$ cat src/hw/midi_settings.svh
`ifndef MIDI_SETTINGS_SVH
`define MIDI_SETTINGS_SVH

// cpu_bus cycles per serial bit
// 16 keeps simulation short, a real 31250 baud link needs the true ratio
`define MIDI_CLKS_PER_BIT 16

// Rows of the key matrix, one byte of columns per row
`define MIDI_KEY_ROWS 8

`endif
$ cat src/hw/midi_pkg.sv
`default_nettype none

`include "midi_settings.svh"

package midi_pkg;

    // One received frame
    typedef struct packed {
        logic [7:0] data;
        // Stop bit sampled low
        logic       frame_err;
    } rx_byte_t;

    // One key change, note folded to 64 keys
    typedef struct packed {
        logic [5:0] key;
        logic       down;
    } key_event_t;

    // Row select mask towards the matrix
    typedef logic [`MIDI_KEY_ROWS-1:0] row_mask_t;

    // Command register, bit 0 is txen
    typedef struct packed {
        logic       ir;
        logic [1:0] spare;
        logic       er;
        logic       rxie;
        logic       rxen;
        logic       txie;
        logic       txen;
    } cmd_t;

    // Status register, bit 0 is txrdy
    typedef struct packed {
        logic [1:0] spare_hi;
        logic       fe;
        logic       oe;
        logic [1:0] spare_lo;
        logic       rxrdy;
        logic       txrdy;
    } status_t;

    // Register offsets on the 3-bit address
    localparam logic [2:0] REG_KEYROW   = 3'd2;
    localparam logic [2:0] REG_VEC_MIDI = 3'd3;
    localparam logic [2:0] REG_VEC_EXT  = 3'd4;
    localparam logic [2:0] REG_DATA     = 3'd5;
    // Command on writes, status on reads
    localparam logic [2:0] REG_CMD      = 3'd6;

endpackage

`default_nettype wire

$ cat src/hw/midi_uart_top.sv
`timescale 1ns/1ps
`default_nettype none

module midi_uart_top (
    input  wire        cpu_bus,
    input  wire        rst_n,
    input  wire        cs,
    input  wire  [2:0] addr,
    input  wire  [7:0] wdata,
    input  wire        wr,
    input  wire        rd,
    input  wire        int_ack,
    input  wire        midi_in,
    output logic [7:0] rdata,
    output logic       irq
);

    logic                 rx_strobe;
    midi_pkg::rx_byte_t   rx_byte;
    logic                 key_strobe;
    midi_pkg::key_event_t key_event;
    midi_pkg::row_mask_t  key_row;
    logic [7:0]           key_data;

    // Serial pin to bytes
    midi_serial_rx i_rx (
        .cpu_bus   (cpu_bus),
        .rst_n     (rst_n),
        .midi_in   (midi_in),
        .rx_strobe (rx_strobe),
        .rx_byte   (rx_byte)
    );

    // Bytes to key events
    midi_note_parser i_parser (
        .cpu_bus    (cpu_bus),
        .rst_n      (rst_n),
        .rx_strobe  (rx_strobe),
        .rx_byte    (rx_byte),
        .key_strobe (key_strobe),
        .key_event  (key_event)
    );

    midi_key_matrix i_matrix (
        .cpu_bus    (cpu_bus),
        .rst_n      (rst_n),
        .key_strobe (key_strobe),
        .key_event  (key_event),
        .key_row    (key_row),
        .key_data   (key_data)
    );

    // CPU side
    midi_uart_regs i_regs (
        .cpu_bus   (cpu_bus),
        .rst_n     (rst_n),
        .cs        (cs),
        .addr      (addr),
        .wdata     (wdata),
        .wr        (wr),
        .rd        (rd),
        .int_ack   (int_ack),
        .rx_strobe (rx_strobe),
        .rx_byte   (rx_byte),
        .key_data  (key_data),
        .key_row   (key_row),
        .rdata     (rdata),
        .irq       (irq)
    );

endmodule

`default_nettype wire

$ cat src/hw/midi_uart_regs.sv
`timescale 1ns/1ps
`default_nettype none

module midi_uart_regs (
    input  wire                 cpu_bus,
    input  wire                 rst_n,
    input  wire                 cs,
    input  wire  [2:0]          addr,
    input  wire  [7:0]          wdata,
    input  wire                 wr,
    input  wire                 rd,
    input  wire                 int_ack,
    input  wire                 rx_strobe,
    input  midi_pkg::rx_byte_t  rx_byte,
    input  wire  [7:0]          key_data,
    output midi_pkg::row_mask_t key_row,
    output logic [7:0]          rdata,
    output logic                irq
);

    midi_pkg::cmd_t    cmd;
    midi_pkg::status_t status;
    logic [7:0]        vec_midi;
    logic [7:0]        vec_ext;
    logic [7:0]        rx_buf;
    logic              rx_irq;
    logic              tx_irq;

    // Incoming command as fields
    midi_pkg::cmd_t cmd_in;
    assign cmd_in = midi_pkg::cmd_t'(wdata);

    wire bus_wr   = cs & wr;
    // Acknowledge cycles never count as register reads
    wire bus_rd   = cs & rd & ~int_ack;
    wire cmd_wr   = bus_wr & (addr == midi_pkg::REG_CMD);
    wire data_rd  = bus_rd & (addr == midi_pkg::REG_DATA);
    wire rx_take  = rx_strobe & cmd.rxen;
    wire rx_store = rx_take & ~rx_byte.frame_err & ~status.rxrdy;

    always_ff @(posedge cpu_bus or negedge rst_n) begin
        if (!rst_n) begin
            cmd      <= '0;
            status   <= '0;
            vec_midi <= 8'hFF;
            vec_ext  <= 8'hFF;
            key_row  <= '0;
            rx_irq   <= 1'b0;
            tx_irq   <= 1'b0;
            irq      <= 1'b0;
        end else begin
            irq <= rx_irq | tx_irq;
            if (bus_wr) begin
                case (addr)
                    midi_pkg::REG_KEYROW:   key_row  <= midi_pkg::row_mask_t'(wdata);
                    midi_pkg::REG_VEC_MIDI: vec_midi <= wdata;
                    midi_pkg::REG_VEC_EXT:  vec_ext  <= wdata;
                    // Data writes go nowhere, there is no transmitter
                    default: ;
                endcase
            end
            if (cmd_wr) begin
                if (cmd_in.ir) begin
                    // Internal reset, command itself stays
                    status <= '0;
                    rx_irq <= 1'b0;
                    tx_irq <= 1'b0;
                end else if (cmd_in.er) begin
                    status.oe <= 1'b0;
                    status.fe <= 1'b0;
                end else begin
                    cmd <= cmd_in;
                    if (!cmd_in.rxen) begin
                        status.rxrdy <= 1'b0;
                        rx_irq       <= 1'b0;
                    end else begin
                        // A byte already waiting interrupts at once
                        rx_irq <= cmd_in.rxie & status.rxrdy;
                    end
                    if (!cmd_in.txen) begin
                        status.txrdy <= 1'b0;
                        tx_irq       <= 1'b0;
                    end else if (!cmd.txen) begin
                        // Transmitter switched on, buffer is empty
                        status.txrdy <= 1'b1;
                        tx_irq       <= cmd_in.txie;
                    end else if (!cmd_in.txie) begin
                        tx_irq <= 1'b0;
                    end
                end
            end
            // Receive path
            if (rx_take) begin
                if (rx_byte.frame_err) begin
                    status.fe <= 1'b1;
                end else if (status.rxrdy) begin
                    // Old byte not read yet, keep it
                    status.oe <= 1'b1;
                end else begin
                    status.rxrdy <= 1'b1;
                    if (cmd.rxie) rx_irq <= 1'b1;
                end
            end
            // Reading the buffer frees it
            if (data_rd) begin
                status.rxrdy <= 1'b0;
                rx_irq       <= 1'b0;
            end
        end
    end

    always_ff @(posedge cpu_bus) begin
        if (cmd_wr && cmd_in.ir) begin
            rx_buf <= '0;
        end else if (rx_store) begin
            rx_buf <= rx_byte.data;
        end
    end

    // Read mux, vector has priority during acknowledge
    always_comb begin
        rdata = 8'hFF;
        if (cs && int_ack) begin
            rdata = irq ? vec_midi : vec_ext;
        end else if (bus_rd) begin
            case (addr)
                midi_pkg::REG_KEYROW: rdata = key_data;
                midi_pkg::REG_DATA:   rdata = rx_buf;
                midi_pkg::REG_CMD:    rdata = status;
                default:              rdata = 8'hFF;
            endcase
        end
    end

    a_oe_needs_rxrdy: assert property (@(posedge cpu_bus) disable iff (!rst_n)
        $rose(status.oe) |-> $past(status.rxrdy))
        else $error("OE set without a pending byte");

    // irq lags the flags by one cycle, so the enables are checked one cycle back
    a_irq_enabled: assert property (@(posedge cpu_bus) disable iff (!rst_n)
        irq |-> $past(cmd.rxie | cmd.txie))
        else $error("irq high with both interrupt enables clear");

endmodule

`default_nettype wire

$ cat src/hw/midi_key_matrix.sv
`timescale 1ns/1ps
`default_nettype none

`include "midi_settings.svh"

module midi_key_matrix (
    input  wire                  cpu_bus,
    input  wire                  rst_n,
    input  wire                  key_strobe,
    input  midi_pkg::key_event_t key_event,
    input  midi_pkg::row_mask_t  key_row,
    output logic [7:0]           key_data
);

    // Active low, a pressed key reads 0
    logic [`MIDI_KEY_ROWS-1:0][7:0] keys_q;

    always_ff @(posedge cpu_bus or negedge rst_n) begin
        if (!rst_n) begin
            keys_q <= '1;
        end else if (key_strobe) begin
            // Low 3 bits pick the row, upper 3 the column
            keys_q[key_event.key[2:0]][key_event.key[5:3]] <= ~key_event.down;
        end
    end

    // Several selected rows merge, like a real scanned keyboard
    always_comb begin
        key_data = '1;
        for (int r = 0; r < `MIDI_KEY_ROWS; r++) begin
            if (key_row[r]) key_data &= keys_q[r];
        end
    end

endmodule

`default_nettype wire

$ cat src/hw/midi_note_parser.sv
`timescale 1ns/1ps
`default_nettype none

module midi_note_parser (
    input  wire                  cpu_bus,
    input  wire                  rst_n,
    input  wire                  rx_strobe,
    input  midi_pkg::rx_byte_t   rx_byte,
    output logic                 key_strobe,
    output midi_pkg::key_event_t key_event
);

    typedef enum logic [1:0] {
        ps_idle, ps_note, ps_vel
    } state_t;

    state_t     state;
    logic       note_on;
    logic [5:0] note;

    // Only clean frames reach the state machine
    wire take       = rx_strobe & ~rx_byte.frame_err;
    wire is_status  = rx_byte.data[7];
    // 8x Note Off and 9x Note On on any channel
    wire is_note    = (rx_byte.data[7:5] == 3'b100);
    wire vel_strobe = take & ~is_status & (state == ps_vel);

    always_ff @(posedge cpu_bus or negedge rst_n) begin
        if (!rst_n) begin
            state      <= ps_idle;
            note_on    <= 1'b0;
            key_strobe <= 1'b0;
        end else begin
            key_strobe <= vel_strobe;
            if (take) begin
                if (is_status) begin
                    // Note status starts a message, anything else drops it
                    state   <= is_note ? ps_note : ps_idle;
                    note_on <= rx_byte.data[4];
                end else begin
                    case (state)
                        ps_note: state <= ps_vel;
                        // Running status, next pair reuses the same status
                        ps_vel:  state <= ps_note;
                        default: state <= ps_idle;
                    endcase
                end
            end
        end
    end

    always_ff @(posedge cpu_bus) begin
        if (take && !is_status && state == ps_note) note <= rx_byte.data[5:0];
        if (vel_strobe) begin
            key_event.key  <= note;
            // Note On with velocity 0 counts as a release
            key_event.down <= note_on & (rx_byte.data[6:0] != 7'd0);
        end
    end

    a_key_after_rx: assert property (@(posedge cpu_bus) disable iff (!rst_n)
        key_strobe |-> $past(rx_strobe))
        else $error("key_strobe without a received byte");

endmodule

`default_nettype wire

$ cat src/hw/midi_serial_rx.sv
`timescale 1ns/1ps
`default_nettype none

`include "midi_settings.svh"

module midi_serial_rx #(
    // Must be at least 10 so the start offset fits before mid-bit
    parameter int clks_per_bit = `MIDI_CLKS_PER_BIT
) (
    input  wire                  cpu_bus,
    input  wire                  rst_n,
    input  wire                  midi_in,
    output logic                 rx_strobe,
    output midi_pkg::rx_byte_t   rx_byte
);

    localparam int cnt_w = $clog2(clks_per_bit);
    localparam logic [cnt_w-1:0] last_cnt = cnt_w'(clks_per_bit - 1);
    localparam logic [cnt_w-1:0] half_cnt = cnt_w'(clks_per_bit / 2 - 1);
    // Cycles already gone from the pin edge when the start state is entered
    localparam logic [cnt_w-1:0] start_ofs = cnt_w'(3);

    typedef enum logic [1:0] {
        rx_idle, rx_start, rx_data, rx_stop
    } state_t;

    state_t           state;
    logic [2:0]       sync_q;
    logic [cnt_w-1:0] clk_cnt;
    logic [2:0]       bit_idx;
    logic [7:0]       shift_q;

    // Synchronized line and its previous value
    wire line     = sync_q[1];
    wire fall     = ~sync_q[1] & sync_q[2];
    wire bit_tick = (clk_cnt == last_cnt);

    always_ff @(posedge cpu_bus or negedge rst_n) begin
        if (!rst_n) begin
            // Line idles high, so no false start edge out of reset
            sync_q    <= '1;
            state     <= rx_idle;
            clk_cnt   <= '0;
            bit_idx   <= '0;
            rx_strobe <= 1'b0;
        end else begin
            sync_q    <= {sync_q[1:0], midi_in};
            rx_strobe <= 1'b0;
            case (state)
                rx_idle: begin
                    if (fall) begin
                        state   <= rx_start;
                        clk_cnt <= start_ofs;
                    end
                end
                rx_start: begin
                    if (clk_cnt == half_cnt) begin
                        // Glitch shorter than half a bit, back to idle
                        state   <= line ? rx_idle : rx_data;
                        clk_cnt <= '0;
                        bit_idx <= '0;
                    end else begin
                        clk_cnt <= clk_cnt + 1'b1;
                    end
                end
                rx_data: begin
                    if (bit_tick) begin
                        clk_cnt <= '0;
                        bit_idx <= bit_idx + 1'b1;
                        if (bit_idx == 3'd7) state <= rx_stop;
                    end else begin
                        clk_cnt <= clk_cnt + 1'b1;
                    end
                end
                rx_stop: begin
                    if (bit_tick) begin
                        rx_strobe <= 1'b1;
                        state     <= rx_idle;
                    end else begin
                        clk_cnt <= clk_cnt + 1'b1;
                    end
                end
                default: state <= rx_idle;
            endcase
        end
    end

    // Data path, LSB arrives first
    always_ff @(posedge cpu_bus) begin
        if (state == rx_data && bit_tick) shift_q <= {line, shift_q[7:1]};
        if (state == rx_stop && bit_tick) begin
            rx_byte.data      <= shift_q;
            rx_byte.frame_err <= ~line;
        end
    end

    // At most one byte per frame, frames are many cycles long
    a_single_strobe: assert property (@(posedge cpu_bus) disable iff (!rst_n)
        rx_strobe |=> !rx_strobe)
        else $error("rx_strobe held for two cycles");

endmodule

`default_nettype wire

$ cat config.mk
export PLATFORM = sky130hd
export DESIGN_NAME = midi_uart_top
export DESIGN_NICKNAME = d
export VERILOG_FILES = /design/src/hw/midi_pkg.sv /design/src/hw/midi_uart_top.sv /design/src/hw/midi_uart_regs.sv /design/src/hw/midi_key_matrix.sv /design/src/hw/midi_note_parser.sv /design/src/hw/midi_serial_rx.sv
export VERILOG_INCLUDE_DIRS = /design/src /design/src/hw
export SDC_FILE = /design/constraint.sdc
export NUM_CORES = 1
export LEC_CHECK = 0
export BUFFER_PORTS_ARGS = -buffer_cell sky130_fd_sc_hd__buf_4
export CAP_MARGIN = 20
export CORE_UTILIZATION = 55
export DETAILED_ROUTE_END_ITERATION = 7
export PLACE_DENSITY_LB_ADDON = 0.1
export SETUP_SLACK_MARGIN = 0.2
export SLEW_MARGIN = 20
export SYNTH_ARGS = -nofsm -noshare
export SYNTH_HDL_FRONTEND = slang
export SYNTH_HIERARCHICAL = 1
export SYNTH_SLANG_ARGS = --single-unit
$ cat constraint.sdc
create_clock -name cpu_bus -period 2.7 [get_ports cpu_bus]
set_input_delay 0.27 -clock cpu_bus [delete_from_list [all_inputs] [get_ports cpu_bus]]
set_output_delay 0.27 -clock cpu_bus [all_outputs]
set_load 0.02 [all_outputs]
==> run summary <==
The via total after detailed routing is 5098. TritonCTS built the clock tree. The number of diodes came out at 0. The number of H-tree branching levels is 4. Setup slack on the critical path of the routed design comes to 314.4 ps. The initial cell density of the core came out at 56.43%. The initial antenna violation count came out at 0.

The detailed placer's ending HPWL is 11.20 mm. For the pin with the worst max-slew slack, the measured transition is 989.6 ps. The total wirelength of the detailed-routed design came out at 16.44 mm. In the layout the commonest cells are sky130_fd_sc_hd__dfstp_2 (83), sky130_fd_sc_hd__a21oi_1 (64), sky130_fd_sc_hd__a31oi_1 (48). The met1 routing resource usage after global routing is 34.50%. The library cell contributing the largest single delay on the critical path is sky130_fd_sc_hd__nor4_2. The number of standard-cell rows in the floorplan came out at 41. The headroom to the max-slew limit is 34.03%.

The data required time at the worst endpoint is 2430 ps. The total of endpoints with negative setup slack in the final report is 0. The final-layout fill cell count came out at 1057. The average instance in the mapped netlist occupies 11.64 um2.

The post-route minimum period is 2386 ps. The fraction of the cycle the final worst path needs is 88.36%. The largest single stage delay on the critical path is 390 ps. In the final routed layout, each cell accounts on average for 20.42 um.

Data on the critical path arrives at its endpoint at 2120 ps. The number of nets produced by synthesis came out at 633. The worst register-to-register path ends at i_matrix/keys_q[31]. In this run the standard cell core region covers 12620 um2. met2 is the most crowded layer. The number of antenna-violating nets in the routed design came out at 0. The post-synthesis register bit count came out at 153.

The number of max-capacitance violations reported is 0. The area added between synthesis and finish is 12.51%. The total count of hold-check failures in the final report is 0. The count of TritonRoute iterations in the first routing pass came out at 8.

The worst setup path is launched from a flop. The number of design rule violations left after detail routing came out at 0. The top-level I/O count is 27. The ratio of cells with drive above 1 in the final layout is 32.54%. Grouping stages by cell kind, the critical path spends the most delay in compound AO/OA/AOI/OAI gates.

The area enclosed by the die boundary came out at 13410 um2. The met3 layer usage reported by global route is 6.172%. The cell sitting at the root of the clock tree is a sky130_fd_sc_hd__clkbuf_16. The area taken by flip-flops and latches is 4043 um2. The count of flip-flops with a built-in enable after synthesis is 30. The number of instances in the synthesized netlist came out at 612. The number of DRC markers in iteration 0 came out at 357.

The number of nets in the layout is 641. The global-route wire length before repair is 25.95 mm. No sink is reached through more buffers than the 2 on the longest clock path.

The power per unit of standard cell area is 769.1 nW/um2. The pre-CTS worst setup slack came out at 744.2 ps. Of all nets on the critical path, the largest fanout is 8. Setup repair after global routing left no endpoint under its margin.

The clock latency on the worst-skew pair is 430 ps. The min-delay analysis places its worst path in the category in -> async. The minimum setup slack among reg-to-reg paths came out at 730 ps. The number of buffers and inverters on the critical path came out at 2.

The overall global routing resource usage is 26.18%. The overall power after layout came out at 6.162 mW. The library cell used most frequently in the layout, excluding fill and tap cells, is sky130_fd_sc_hd__dfstp_2. The critical path is of the reg -> out type. The height of the chip is 115.8 um. The worst setup path is captured at an output port.

The final clock skew is 7.498 ps. In the routed layout, each cell is associated on average with a via count of 6.333. During synthesis, Yosys emitted a total of 6 warnings.

The via count of the first global-routing pass is 4848. The total global routing overflow is 0. The proportion of register bits with asynchronous set or reset after synthesis is 75.16%. The startpoint identified for the worst register-to-register timing path is i_parser/key_event[6]. The run finished with clean final reports. The portion of the post-synthesis area used by sequential elements is 56.76%. The count of unique library cells instantiated by Yosys came out at 72. The number of I/O port buffers came out at 26.

For this run, the leading register cell type out of synthesis is sky130_fd_sc_hd__dfstp_2. Routability-driven placement finished with a final weighted congestion of 0.8942. The maximum ir drop on the vdd rail is 644.8 uV.

The maximum number of pins on one net before global-route repair came out at 84. The number of cells on the worst reg-to-reg path is 3. The max-slew violation total from the final report came out at 0. For this design the static power due to leakage is 3.028 nW. Adding up every negative setup slack in the final design gives 0 ps.

Across all hold checks on the routed design, the worst slack comes to 88.32 ps. Walking the worst path, the cells encountered are inv_1 > o22ai_1 > nor4_2 > a22oi_1 > a22oi_1 > buf_4. The clock-pin slew of the registers on the worst-case setup and hold paths is 60 ps. Clock tree synthesis inserted a total of 17 buffers. The mapped cell area came out at 7122 um2.

The horizontal extent of the die is 115.8 um. The multi-input combinational cells in the finished layout cover a total of 2806 um2. Global routing consumed, on the met2 layer, 42.26% of the routing resources. Based on the critical path, the design can be clocked at up to 419.2 MHz.

The most numerous cell type found on the critical path is sky130_fd_sc_hd__a22oi_1. The total number of clock tree sinks came out at 153.
## through the flow
stage	utilization [%]	area (um2)	instances
5_1_grt	63.49	8013	805
3_5_place_dp	58.38	7367	772
6_report	63.49	8013	805
2_1_floorplan	-	7122	612
3_3_place_gp	58.38	7367	772
4_1_cts	63.15	7969	805
## state kept, by name (all words and copies together), names as in the netlist, 2 cells and up, named ones only
| register | flops |
|---|---|
| i_matrix/keys_q | 64 |
| i_regs/vec_midi | 8 |
| i_rx/shift_q | 8 |
| i_rx/bit_idx | 3 |
| i_regs/key_row | 8 |
| i_rx/rx_byte | 9 |
| i_rx/sync_q | 3 |
| i_regs/rx_buf | 8 |
| i_regs/cmd | 3 |
| i_regs/status | 4 |
| i_regs/vec_ext | 8 |
| i_rx/clk_cnt | 4 |
| i_parser/note | 6 |
| i_parser/state | 2 |
| i_parser/key_event | 7 |
## synth_stat cells, drive strengths merged (3+ instances only)
library cell	count	share of area, %
mux2i	10	1.4
nand3	8	0.74
nand2	29	1.6
nor3b	8	1.1
ha	3	0.53
mux2	28	4.4
and3	6	0.54
buf	25	2.2
dfstp	83	31
a32oi	4	0.49
nand4	5	0.44
nor4bb	6	0.84
clkbuf	23	1.4
o22ai	34	3.0
nor2	17	0.97
a41oi	4	0.49
o21a	3	0.32
and4b	3	0.42
nor4	9	0.79
o41ai	4	0.60
a31oi	48	4.2
edfxtp	30	13
a22oi	8	0.84
dfxtp	8	2.2
o31ai	17	2.0
nor2b	3	0.26
a22o	3	0.39
a21oi	65	4.6
nand4bb	3	0.47
o21ai	23	1.7
and3b	12	1.5
inv	17	0.90
nand3b	7	0.74
dfrtp	32	11
nor4b	4	1.0
## worst max path at each step
stage | from | end | slack, ps | cells after the start
after global placement | i_regs/key_row[1] | rdata[1] | 740 | 6
final | i_regs/key_row[2] | rdata[3] | 310 | 6
after detailed placement | i_regs/key_row[5] | rdata[4] | 740 | 6
after CTS | i_regs/key_row[2] | rdata[3] | 270 | 6
after global routing | i_regs/key_row[2] | rdata[7] | 200 | 6
after floorplan | i_rx/rx_byte[0] | i_parser/key_event[0] | 790 | 2
## cell type report
class                      count  share of cell area (%)
sequential                   153                   50.45
timing repair buffer          37                   3.654
multi-input combinational    394                   35.02
inverter                      17                  0.7964
tap                          172                   2.686
clock buffer                  17                   5.309
clock inverter                15                   2.077
## routing by layer
layer	part of all wire (%)	routed length, um	vias up
met5	0	0	-
met4	2.2	369	0
met3	4.1	673	27
met2	50	8168	131
met1	44	7223	2572
li1	-	-	2368
## report_power, final
part	internal (mW)	leakage, nW	switching [mW]
clock network	1.38	0.293	0.989
registers	2.63	1.60	0.226
logic	0.433	1.13	0.502
total	4.45	3.03	1.72
## what timing repair did
item	in CTS	in global routing
hold endpoints to repair	1	0
hold buffers	1	0
resized for setup	0	7
endpoints found under the setup margin	0	7
setup buffers	0	0
## logic make-up after synthesis
family | after synthesis | synth area share (%)
fa+ha+maj | 3 | 0.5271
compound gates | 222 | 19.84
buf+inv | 65 | 4.445
simple gates | 131 | 12.60
flops | 153 | 56.76
mux | 38 | 5.833
No activity file was read; power rests on OpenSTA's default activity.
